## src/hdl/sd_cmd_pkg.sv

```systemverilog
// shared SD CMD-path types and frame sizes; rsp_kind value 2'b11 is not defined and reads as short
package sd_cmd_pkg;

  localparam int unsigned CMD_FRAME_BITS    = 48;  // start, tx, index, arg, crc7, end
  localparam int unsigned TX_BODY_BITS      = 40;  // command bits covered by the crc7
  localparam int unsigned RSP_DATA_W        = 120;
  localparam int unsigned CRC_W             = 7;
  localparam int unsigned RSP_LONG_BITS     = 136; // R2 frame
  localparam int unsigned RSP_LONG_HDR_BITS = 8;   // start, tx and reserved bits of R2
  localparam int unsigned RSP_TIMEOUT_TICKS = 64;  // ticks allowed for the card's start bit
  localparam int unsigned LISTEN_GAP_TICKS  = 2;   // end bit to listening

  typedef enum logic [1:0] {
    RSP_NONE  = 2'd0,
    RSP_SHORT = 2'd1,  // 48 bit frame
    RSP_LONG  = 2'd2   // 136 bit frame
  } rsp_kind_e;

  typedef struct packed {
    logic [5:0]  index;
    logic [31:0] arg;
    rsp_kind_e   rsp_kind;
  } cmd_req_t;

  typedef struct packed {
    logic [RSP_DATA_W-1:0] data;
    logic                  crc_ok;
    logic                  end_bit_err;
    logic                  timeout;
  } rsp_result_t;

  typedef enum logic [1:0] {
    TX_IDLE,
    TX_SHIFT,
    TX_CRC,
    TX_END
  } tx_state_e;

  typedef enum logic [2:0] {
    INACTIVE,
    WAIT_FOR_START_BIT,
    SHIFT_IN,
    FINISHED,
    TIMED_OUT
  } rx_state_e;

  typedef enum logic [2:0] {
    REG_ARG    = 3'd0,
    REG_CMD    = 3'd1,
    REG_STATUS = 3'd2,
    REG_RSP0   = 3'd3,
    REG_RSP1   = 3'd4,
    REG_RSP2   = 3'd5,
    REG_RSP3   = 3'd6
  } reg_addr_e;

endpackage

```

## src/hdl/crc7_unit.sv

```systemverilog
// serial CRC7 (x^7+x^3+1), MSB first; clear acts in any cycle, shifting only on enabled ticks
`timescale 1ns/1ps

module crc7_unit (
  input  logic                        clk_i,
  input  logic                        reset_i,
  input  logic                        clk_en_i,
  input  logic                        clear_i,
  input  logic                        shift_en_i,
  input  logic                        bit_i,
  output logic [sd_cmd_pkg::CRC_W-1:0] crc_o
);
  import sd_cmd_pkg::*;

  logic [CRC_W-1:0] crc_q;
  logic             feedback;

  assign feedback = bit_i ^ crc_q[CRC_W-1];

  always_ff @(posedge clk_i) begin
    if (reset_i || clear_i) begin
      crc_q <= '0;
    end else if (clk_en_i && shift_en_i) begin
      crc_q <= {crc_q[CRC_W-2:0], 1'b0} ^ (feedback ? 7'h09 : 7'h00); // taps x^3 and x^0
    end
  end

  assign crc_o = crc_q;

endmodule

```

## src/hdl/cmd_write.sv

```systemverilog
// sends one 48 bit command frame per start pulse; req_i must stay stable until the frame is done
`timescale 1ns/1ps

module cmd_write (
  input  logic                 clk_i,
  input  logic                 reset_i,
  input  logic                 clk_en_i,
  input  logic                 start_i,
  input  sd_cmd_pkg::cmd_req_t req_i,
  output logic                 cmd_o,
  output logic                 cmd_oe_o,
  output logic                 start_listening_o,
  output logic                 no_rsp_done_o
);
  import sd_cmd_pkg::*;

  tx_state_e                               state_q;
  logic [TX_BODY_BITS-1:0]                 shreg_q;
  logic [$clog2(TX_BODY_BITS)-1:0]         bit_cnt_q;
  logic [$clog2(LISTEN_GAP_TICKS+1)-1:0]   gap_cnt_q;
  logic                                    cmd_q;
  logic                                    oe_q;
  logic [CRC_W-1:0]                        crc;
  logic                                    crc_shift;
  logic                                    crc_bit;
  logic                                    gap_done;

  assign crc_shift = (state_q == TX_SHIFT) || (state_q == TX_CRC);
  // feeding back the crc MSB turns the generator into a plain shifter
  assign crc_bit   = (state_q == TX_SHIFT) ? shreg_q[TX_BODY_BITS-1] : crc[CRC_W-1];
  assign gap_done  = (gap_cnt_q == LISTEN_GAP_TICKS);

  crc7_unit i_crc7 (
    .clk_i      (clk_i),
    .reset_i    (reset_i),
    .clk_en_i   (clk_en_i),
    .clear_i    (start_i),
    .shift_en_i (crc_shift),
    .bit_i      (crc_bit),
    .crc_o      (crc)
  );

  always_ff @(posedge clk_i) begin
    if (reset_i) begin
      state_q   <= TX_IDLE;
      bit_cnt_q <= '0;
      gap_cnt_q <= '0;
      cmd_q     <= 1'b1; // line idles high
      oe_q      <= 1'b0;
    end else begin
      case (state_q)
        TX_IDLE: begin
          if (start_i) begin
            state_q   <= TX_SHIFT;
            bit_cnt_q <= '0;
          end
        end
        TX_SHIFT: begin
          if (clk_en_i) begin
            cmd_q <= shreg_q[TX_BODY_BITS-1];
            oe_q  <= 1'b1;
            if (bit_cnt_q == TX_BODY_BITS-1) begin
              state_q   <= TX_CRC;
              bit_cnt_q <= '0;
            end else begin
              bit_cnt_q <= bit_cnt_q + 1'b1;
            end
          end
        end
        TX_CRC: begin
          if (clk_en_i) begin
            cmd_q <= crc[CRC_W-1];
            if (bit_cnt_q == CRC_W-1) begin
              state_q   <= TX_END;
              gap_cnt_q <= '0;
            end else begin
              bit_cnt_q <= bit_cnt_q + 1'b1;
            end
          end
        end
        TX_END: begin
          if (clk_en_i) begin
            cmd_q <= 1'b1;                 // end bit, then idle level
            oe_q  <= (gap_cnt_q == '0);    // release after the end bit
            if (gap_done) begin
              state_q <= TX_IDLE;
            end else begin
              gap_cnt_q <= gap_cnt_q + 1'b1;
            end
          end
        end
        default: state_q <= TX_IDLE;
      endcase
    end
  end

  always_ff @(posedge clk_i) begin
    if (state_q == TX_IDLE && start_i) begin
      shreg_q <= {1'b0, 1'b1, req_i.index, req_i.arg}; // start and transmission bits
    end else if (state_q == TX_SHIFT && clk_en_i) begin
      shreg_q <= {shreg_q[TX_BODY_BITS-2:0], 1'b0};
    end
  end

  assign cmd_o    = cmd_q;
  assign cmd_oe_o = oe_q;

  assign start_listening_o = clk_en_i && (state_q == TX_END) && gap_done &&
                             (req_i.rsp_kind != RSP_NONE);
  assign no_rsp_done_o     = clk_en_i && (state_q == TX_END) && gap_done &&
                             (req_i.rsp_kind == RSP_NONE);

endmodule

```

## src/hdl/rsp_read.sv

```systemverilog
// receives a short or R2 response on CMD; no busy (R1b) detection and no format check
`timescale 1ns/1ps

module rsp_read (
  input  logic                    clk_i,
  input  logic                    clk_en_i,
  input  logic                    reset_i,
  input  logic                    cmd_i,
  input  logic                    start_listening_i,
  input  sd_cmd_pkg::rsp_kind_e   rsp_kind_i,
  output logic                    receiving_o,   // start bit seen, frame in progress
  output logic                    rsp_valid_o,
  output sd_cmd_pkg::rsp_result_t result_o
);
  import sd_cmd_pkg::*;

  rx_state_e                              state_q, state_d;
  logic [7:0]                             bit_cnt_q;  // longest frame is 136 bits
  logic [$clog2(RSP_TIMEOUT_TICKS)-1:0]   wait_cnt_q;
  logic [RSP_DATA_W+CRC_W-1:0]            shreg_q;
  logic [RSP_DATA_W+CRC_W-1:0]            rsp_masked;
  logic [CRC_W-1:0]                       crc_calc;
  logic                                   long_rsp;
  logic [7:0]                             shift_start_cnt, crc_first_cnt, crc_last_cnt, done_cnt;
  logic                                   crc_shift, shreg_shift;

  assign long_rsp = (rsp_kind_i == RSP_LONG);

  // counter values are frame position minus one; the start bit is seen in WAIT_FOR_START_BIT
  assign shift_start_cnt = long_rsp ? 8'(RSP_LONG_HDR_BITS-1) : 8'd1;
  assign crc_first_cnt   = long_rsp ? 8'(RSP_LONG_HDR_BITS-1) : 8'd0;
  assign crc_last_cnt    = long_rsp ? 8'(RSP_LONG_HDR_BITS+RSP_DATA_W-2)
                                    : 8'(CMD_FRAME_BITS-CRC_W-3);
  assign done_cnt        = long_rsp ? 8'(RSP_LONG_BITS-3) : 8'(CMD_FRAME_BITS-3);

  always_comb begin
    state_d = state_q;
    case (state_q)
      INACTIVE: begin
        if (start_listening_i) state_d = WAIT_FOR_START_BIT;
      end
      WAIT_FOR_START_BIT: begin
        if (!cmd_i) begin
          state_d = SHIFT_IN;
        end else if (wait_cnt_q == RSP_TIMEOUT_TICKS-1) begin
          state_d = TIMED_OUT;
        end
      end
      SHIFT_IN: begin
        if (bit_cnt_q == done_cnt) state_d = FINISHED;
      end
      default: state_d = INACTIVE; // FINISHED and TIMED_OUT last one tick
    endcase
  end

  always_ff @(posedge clk_i) begin
    if (reset_i) begin
      state_q    <= INACTIVE;
      bit_cnt_q  <= '0;
      wait_cnt_q <= '0;
    end else if (clk_en_i) begin
      state_q    <= state_d;
      bit_cnt_q  <= (state_q == SHIFT_IN) ? bit_cnt_q + 1'b1 : '0;
      wait_cnt_q <= (state_q == WAIT_FOR_START_BIT) ? wait_cnt_q + 1'b1 : '0;
    end
  end

  // short crc covers the start bit, long crc only the 120 payload bits
  assign crc_shift = ((state_q == WAIT_FOR_START_BIT) && !cmd_i && !long_rsp) ||
                     ((state_q == SHIFT_IN) && (bit_cnt_q >= crc_first_cnt) &&
                      (bit_cnt_q <= crc_last_cnt));

  assign shreg_shift = (state_q == SHIFT_IN) && (bit_cnt_q >= shift_start_cnt);

  crc7_unit i_crc7 (
    .clk_i      (clk_i),
    .reset_i    (reset_i),
    .clk_en_i   (clk_en_i),
    .clear_i    (state_q == INACTIVE),
    .shift_en_i (crc_shift),
    .bit_i      (cmd_i),
    .crc_o      (crc_calc)
  );

  always_ff @(posedge clk_i) begin
    if (clk_en_i) begin
      if (state_q == INACTIVE) begin
        shreg_q <= '0; // short responses leave the upper bits zero
      end else if (shreg_shift) begin
        shreg_q <= {shreg_q[RSP_DATA_W+CRC_W-2:0], cmd_i};
      end
    end
  end

  // keeps the wide output quiet while bits shift through
  assign rsp_masked = (state_q == FINISHED) ? shreg_q : '0;

  assign result_o.data        = rsp_masked[RSP_DATA_W+CRC_W-1:CRC_W];
  assign result_o.crc_ok      = (state_q == FINISHED) && (crc_calc == rsp_masked[CRC_W-1:0]);
  assign result_o.end_bit_err = (state_q == FINISHED) && !cmd_i; // end bit sampled here
  assign result_o.timeout     = (state_q == TIMED_OUT);

  assign rsp_valid_o = clk_en_i && ((state_q == FINISHED) || (state_q == TIMED_OUT));
  assign receiving_o = (state_q == SHIFT_IN) || (state_q == FINISHED);

endmodule

```

## src/hdl/cmd_regs.sv

```systemverilog
// host registers for one command at a time; every write is dropped while busy
`timescale 1ns/1ps

module cmd_regs (
  input  logic                    clk_i,
  input  logic                    reset_i,
  input  logic                    reg_we_i,
  input  sd_cmd_pkg::reg_addr_e   reg_addr_i,
  input  logic [31:0]             reg_wdata_i,
  input  logic                    rsp_valid_i,
  input  logic                    no_rsp_done_i,
  input  sd_cmd_pkg::rsp_result_t result_i,
  output logic [31:0]             reg_rdata_o,
  output sd_cmd_pkg::cmd_req_t    req_o,
  output logic                    cmd_start_o
);
  import sd_cmd_pkg::*;

  logic [31:0]           arg_q;
  cmd_req_t              req_q;
  logic [RSP_DATA_W-1:0] rsp_data_q;
  logic                  busy_q, done_q, crc_ok_q, end_err_q, timeout_q;
  logic                  start_q;
  logic                  wr_arg, wr_cmd;

  assign wr_arg = reg_we_i && !busy_q && (reg_addr_i == REG_ARG);
  assign wr_cmd = reg_we_i && !busy_q && (reg_addr_i == REG_CMD);

  always_ff @(posedge clk_i) begin
    if (reset_i) begin
      busy_q    <= 1'b0;
      done_q    <= 1'b0;
      crc_ok_q  <= 1'b0;
      end_err_q <= 1'b0;
      timeout_q <= 1'b0;
      start_q   <= 1'b0;
    end else begin
      start_q <= wr_cmd; // req_q is valid when the pulse reaches the writer
      if (wr_cmd) begin
        busy_q    <= 1'b1;
        done_q    <= 1'b0;
        crc_ok_q  <= 1'b0;
        end_err_q <= 1'b0;
        timeout_q <= 1'b0;
      end else if (busy_q && rsp_valid_i) begin
        busy_q    <= 1'b0;
        done_q    <= 1'b1;
        crc_ok_q  <= result_i.crc_ok;
        end_err_q <= result_i.end_bit_err;
        timeout_q <= result_i.timeout;
      end else if (busy_q && no_rsp_done_i) begin
        busy_q <= 1'b0;
        done_q <= 1'b1;
      end
    end
  end

  always_ff @(posedge clk_i) begin
    if (wr_arg) arg_q <= reg_wdata_i;
    if (wr_cmd) req_q <= '{index: reg_wdata_i[5:0], arg: arg_q,
                           rsp_kind: rsp_kind_e'(reg_wdata_i[9:8])};
    if (busy_q && rsp_valid_i) rsp_data_q <= result_i.data;
  end

  always_comb begin
    case (reg_addr_i)
      REG_ARG:    reg_rdata_o = arg_q;
      REG_CMD:    reg_rdata_o = {22'd0, req_q.rsp_kind, 2'd0, req_q.index};
      REG_STATUS: reg_rdata_o = {27'd0, timeout_q, end_err_q, crc_ok_q, done_q, busy_q};
      REG_RSP0:   reg_rdata_o = rsp_data_q[31:0];
      REG_RSP1:   reg_rdata_o = rsp_data_q[63:32];
      REG_RSP2:   reg_rdata_o = rsp_data_q[95:64];
      REG_RSP3:   reg_rdata_o = {8'd0, rsp_data_q[119:96]};
      default:    reg_rdata_o = '0;
    endcase
  end

  assign req_o       = req_q;
  assign cmd_start_o = start_q;

endmodule

```

## src/hdl/sd_cmd_path.sv

```systemverilog
// SD CMD line host path; clk_en_i is the SD bit strobe and no clock divider is included
`timescale 1ns/1ps

module sd_cmd_path (
  input  logic                  clk_i,
  input  logic                  reset_i,
  input  logic                  clk_en_i,
  input  logic                  cmd_i,
  input  logic                  reg_we_i,
  input  sd_cmd_pkg::reg_addr_e reg_addr_i,
  input  logic [31:0]           reg_wdata_i,
  output logic                  cmd_o,
  output logic                  cmd_oe_o,
  output logic [31:0]           reg_rdata_o
);
  import sd_cmd_pkg::*;

  cmd_req_t    req;
  rsp_result_t result;
  logic        cmd_start, start_listening, no_rsp_done, rsp_valid;

  cmd_regs i_regs (
    .clk_i         (clk_i),
    .reset_i       (reset_i),
    .reg_we_i      (reg_we_i),
    .reg_addr_i    (reg_addr_i),
    .reg_wdata_i   (reg_wdata_i),
    .rsp_valid_i   (rsp_valid),
    .no_rsp_done_i (no_rsp_done),
    .result_i      (result),
    .reg_rdata_o   (reg_rdata_o),
    .req_o         (req),
    .cmd_start_o   (cmd_start)
  );

  cmd_write i_write (
    .clk_i             (clk_i),
    .reset_i           (reset_i),
    .clk_en_i          (clk_en_i),
    .start_i           (cmd_start),
    .req_i             (req),
    .cmd_o             (cmd_o),
    .cmd_oe_o          (cmd_oe_o),
    .start_listening_o (start_listening),
    .no_rsp_done_o     (no_rsp_done)
  );

  rsp_read i_read (
    .clk_i             (clk_i),
    .clk_en_i          (clk_en_i),
    .reset_i           (reset_i),
    .cmd_i             (cmd_i),
    .start_listening_i (start_listening),
    .rsp_kind_i        (req.rsp_kind),
    .receiving_o       (),            // status only, not needed by the host registers
    .rsp_valid_o       (rsp_valid),
    .result_o          (result)
  );

endmodule

```

## config.mk

```make
export PLATFORM = sky130hd
export DESIGN_NAME = sd_cmd_path
export DESIGN_NICKNAME = d
export VERILOG_FILES = /design/src/hdl/sd_cmd_pkg.sv /design/src/hdl/crc7_unit.sv /design/src/hdl/cmd_write.sv /design/src/hdl/rsp_read.sv /design/src/hdl/cmd_regs.sv /design/src/hdl/sd_cmd_path.sv
export SDC_FILE = /design/constraint.sdc
export NUM_CORES = 1
export LEC_CHECK = 0
export BUFFER_PORTS_ARGS = -buffer_cell sky130_fd_sc_hd__buf_2
export CAP_MARGIN = 40
export CORE_ASPECT_RATIO = 1.1
export CORE_MARGIN = 4
export CORE_UTILIZATION = 61
export DETAILED_ROUTE_END_ITERATION = 6
export PLACE_DENSITY = 0.9
export SETUP_SLACK_MARGIN = 0.15
export SLEW_MARGIN = 5
export SYNTH_ARGS = -nofsm -noshare
export SYNTH_HDL_FRONTEND = slang
export SYNTH_HIERARCHICAL = 1
export SYNTH_SLANG_ARGS = --single-unit
```

## constraint.sdc

```tcl
create_clock -name clk_i -period 12.1 [get_ports clk_i]
set_input_delay 1.21 -clock clk_i [delete_from_list [all_inputs] [get_ports clk_i]]
set_output_delay 1.21 -clock clk_i [all_outputs]
set_load 0.01 [all_outputs]
```

==> results.tsv <==
metric	value	unit
# IOs	74	
Endpoint, Worst Hold	i_regs/req_o[21]	
final instance area	19100	um2
#FFs+latches synth	408	
M1 GR Usage	0.309	
DIE HEIGHT	184	um
Worst-Margin Slew	1.00	ns
EDFF count, synth	357	
Yosys top cell by area	edfxtp_1	
DIE AREA	30800	um2
clock share of power	0.413	
Synth area leaders	edfxtp_1 (63%), and2_1 (9.2%), dfxtp_1 (6.0%)	
IO buf count	73	
Initial Util	0.618	
most frequent cell after synthesis	edfxtp_1	
Mean Syn Cell Area	14.1	um2
Leak	0.00705	uW
synth unique cells	71	
worst skew pair latency	0.52	ns
DIE WIDTH	168	um
antenna violations before repair	0	
global-route wire length before repair	57100	um
Worst EP arrival	3.49	ns
logic gate share of total power	0.052	
reg2reg end	i_read/shreg_q[120]	
total CTS buffers	39	
area post-placement	17800	um2
syn nets	1276	
status	complete, no violations	
clk sinks	408	
Final #Nets	1335	
Yosys warning count	6	
Finish-stage setup viols	0	
# hold bufs at CTS	0	
Detailed Route WL	36000	um
unrepaired setup endpoints after global routing	no	
H-tree depth	2	
Synth Flop Type	edfxtp_1	
GRT Total Usage	0.234	
Sw Ratio	0.208	
reg-to-reg startpoint	i_regs/req_o[0]	
flop2flop setup slack	8.39	ns
slew margin rel.	0.333	
Routed wire per std cell	21.6	um
post-DR vias/cell	6.10	
post-cts sizing count	0	
Rows	64	
Final ANT Viol Nets	0	
Worst setup SP type	primary input	
M2 GR Usage	0.392	
pwr/cell area	157	nW/um2
CP endpoint kind	output port	
sw power	623	uW
worst hold path type	reg2reg	
detailed router's first-iteration violation count	1075	
top-area cell type share of the netlist area	0.626	
final hold violation count	0	
Synth Instances	1216	
RD Place Congestion	0.873	
setup ws final	7.40	ns
cell area after synthesis	17100	um2
Worst VDD drop	102	uV
Worst Skew	0.0144	ns
Worst Hold Launch	i_regs/arg_q[19]	
post-layout min period	4.70	ns
Max Freq	0.213	GHz
Worst Setup Path Type	in2out	
CTS tree	done	
worst endpoint required time	10.89	ns
Post-synth ARST share	0	
Synth top cells by count	edfxtp_1 (357), and2_1 (251), dfxtp_1 (51), nand2_1 (51), a21oi_1 (50)	
fin crit share	0.388	
P_int	2370	uW
Final Max Tran Viols	0	
Cells on Worst Hold Path	0	
Flop pwr share	0.535	
power consumption	2990	uW
grt peak-use layer	met2	
Post-CTS Setup Inserts	0	
Root Buffer	clkbuf_16	
DR pass1 iterations	5	
clock transition at the registers of the reported paths	0.06	ns
core box area	27700	um2
maxcap violations	0	
GR Overflow Total	0	
vias after detailed routing	10200	
register area share after synthesis	0.686	
largest net degree at the start of global routing	103	
placed wire-length estimate	21900	um
crit-path max FO	66	
Place WS	7.43	ns
Syn-to-layout area delta	11.5	%
Reg2Reg Depth	7	
number of global-route vias before repair	10300	
M3 GR Usage	0.0348	
TNS Setup	0	ns
layout cell share with drive strength beyond 1	0.153	
clk buf depth	3	
drc violations	0	
-- worst max-delay path by stage --
stage | from | to | slack, ns | cells after the start
after detailed placement | reg_addr_i[2] | reg_rdata_o[5] | 7.43 | 6
after CTS | reg_addr_i[2] | reg_rdata_o[5] | 7.44 | 6
after floorplan | clk_en_i | i_read/shreg_q[0] | 3.53 | 3
final | reg_addr_i[2] | reg_rdata_o[5] | 7.40 | 6
after global routing | reg_addr_i[2] | reg_rdata_o[5] | 7.30 | 6
after global placement | reg_addr_i[2] | reg_rdata_o[8] | 7.49 | 6
-- per-layer routing --
layer | vias to the layer above | wire length (um)
met3 | 128 | 2560
met5 | - | 0
met1 | 4994 | 13900
met4 | 0 | 1670
met2 | 489 | 17900
li1 | 4569 | -
-- critical path, stage by stage --
cell and delay, ns:
buf_2 0.10, buf_4 0.37, and2b_1 0.83, a22oi_1 0.26
a221oi_1 0.46, buf_2 0.22
-- state kept, by name, summed over array words and instances (netlist names), 6 cells and up --
signal	flops
i_read/shreg_q	127
i_regs/rsp_data_q	120
i_regs/req_o	40
i_write/shreg_q	40
i_regs/arg_q	32
i_read/bit_cnt_q	8
i_read/i_crc7/crc_o	7
i_write/i_crc7/crc_o	7
i_read/wait_cnt_q	6
i_write/bit_cnt_q	6
-- area by class of cell --
cell class	count	area [um2]
Clock inverter	18	220
Multi-Input combinational cell	722	4970
Tap cell	363	454
Inverter	17	66.3
Fill cell	1707	8630
Clock buffer	52	1080
Timing Repair Buffer	87	538
Antenna cell	1	2.50
Sequential cell	408	11700
-- logic make-up after synthesis --
logic type | share of synthesized area
xor+xnor | 0.00870
compound gates | 0.0664
simple gates | 0.149
fa+ha+maj | 0.0146
mux | 0.0509
flops | 0.686
buf+inv | 0.0246
-- placed cells by master, fill, tap and decap left out, types with 14 or more instances in the layout --
cell / n
edfxtp_1: 357
and2_1: 251
nor2_1: 27
nand3_1: 22
ha_1: 20
buf_2: 73
nand2_1: 51
inv_1: 15
a22oi_1: 32
mux2i_1: 33
o21ai_0: 14
mux2_2: 40
dfxtp_1: 51
clkbuf_16: 41
a21oi_1: 50
-- power by group through the flow --
stage | registers, uW | logic (uW) | clock network (uW)
2_1_floorplan | 1620 | 103 | 0
3_3_place_gp | 1620 | 141 | 0
3_5_place_dp | 1630 | 150 | 0
4_1_cts | 1600 | 153 | 1250
5_1_grt | 1600 | 166 | 1310
6_report | 1600 | 154 | 1230
-- stage by stage --
step	hold slack [ns]	utilization	instances
floorplan	0.417	-	1216
global placement	0.431	0.638	1593
detailed placement	0.434	0.641	1597
CTS	0.450	0.688	1667
global route	0.460	0.688	1667
finish	0.451	0.688	1668
No activity file was read; power rests on OpenSTA's default activity.
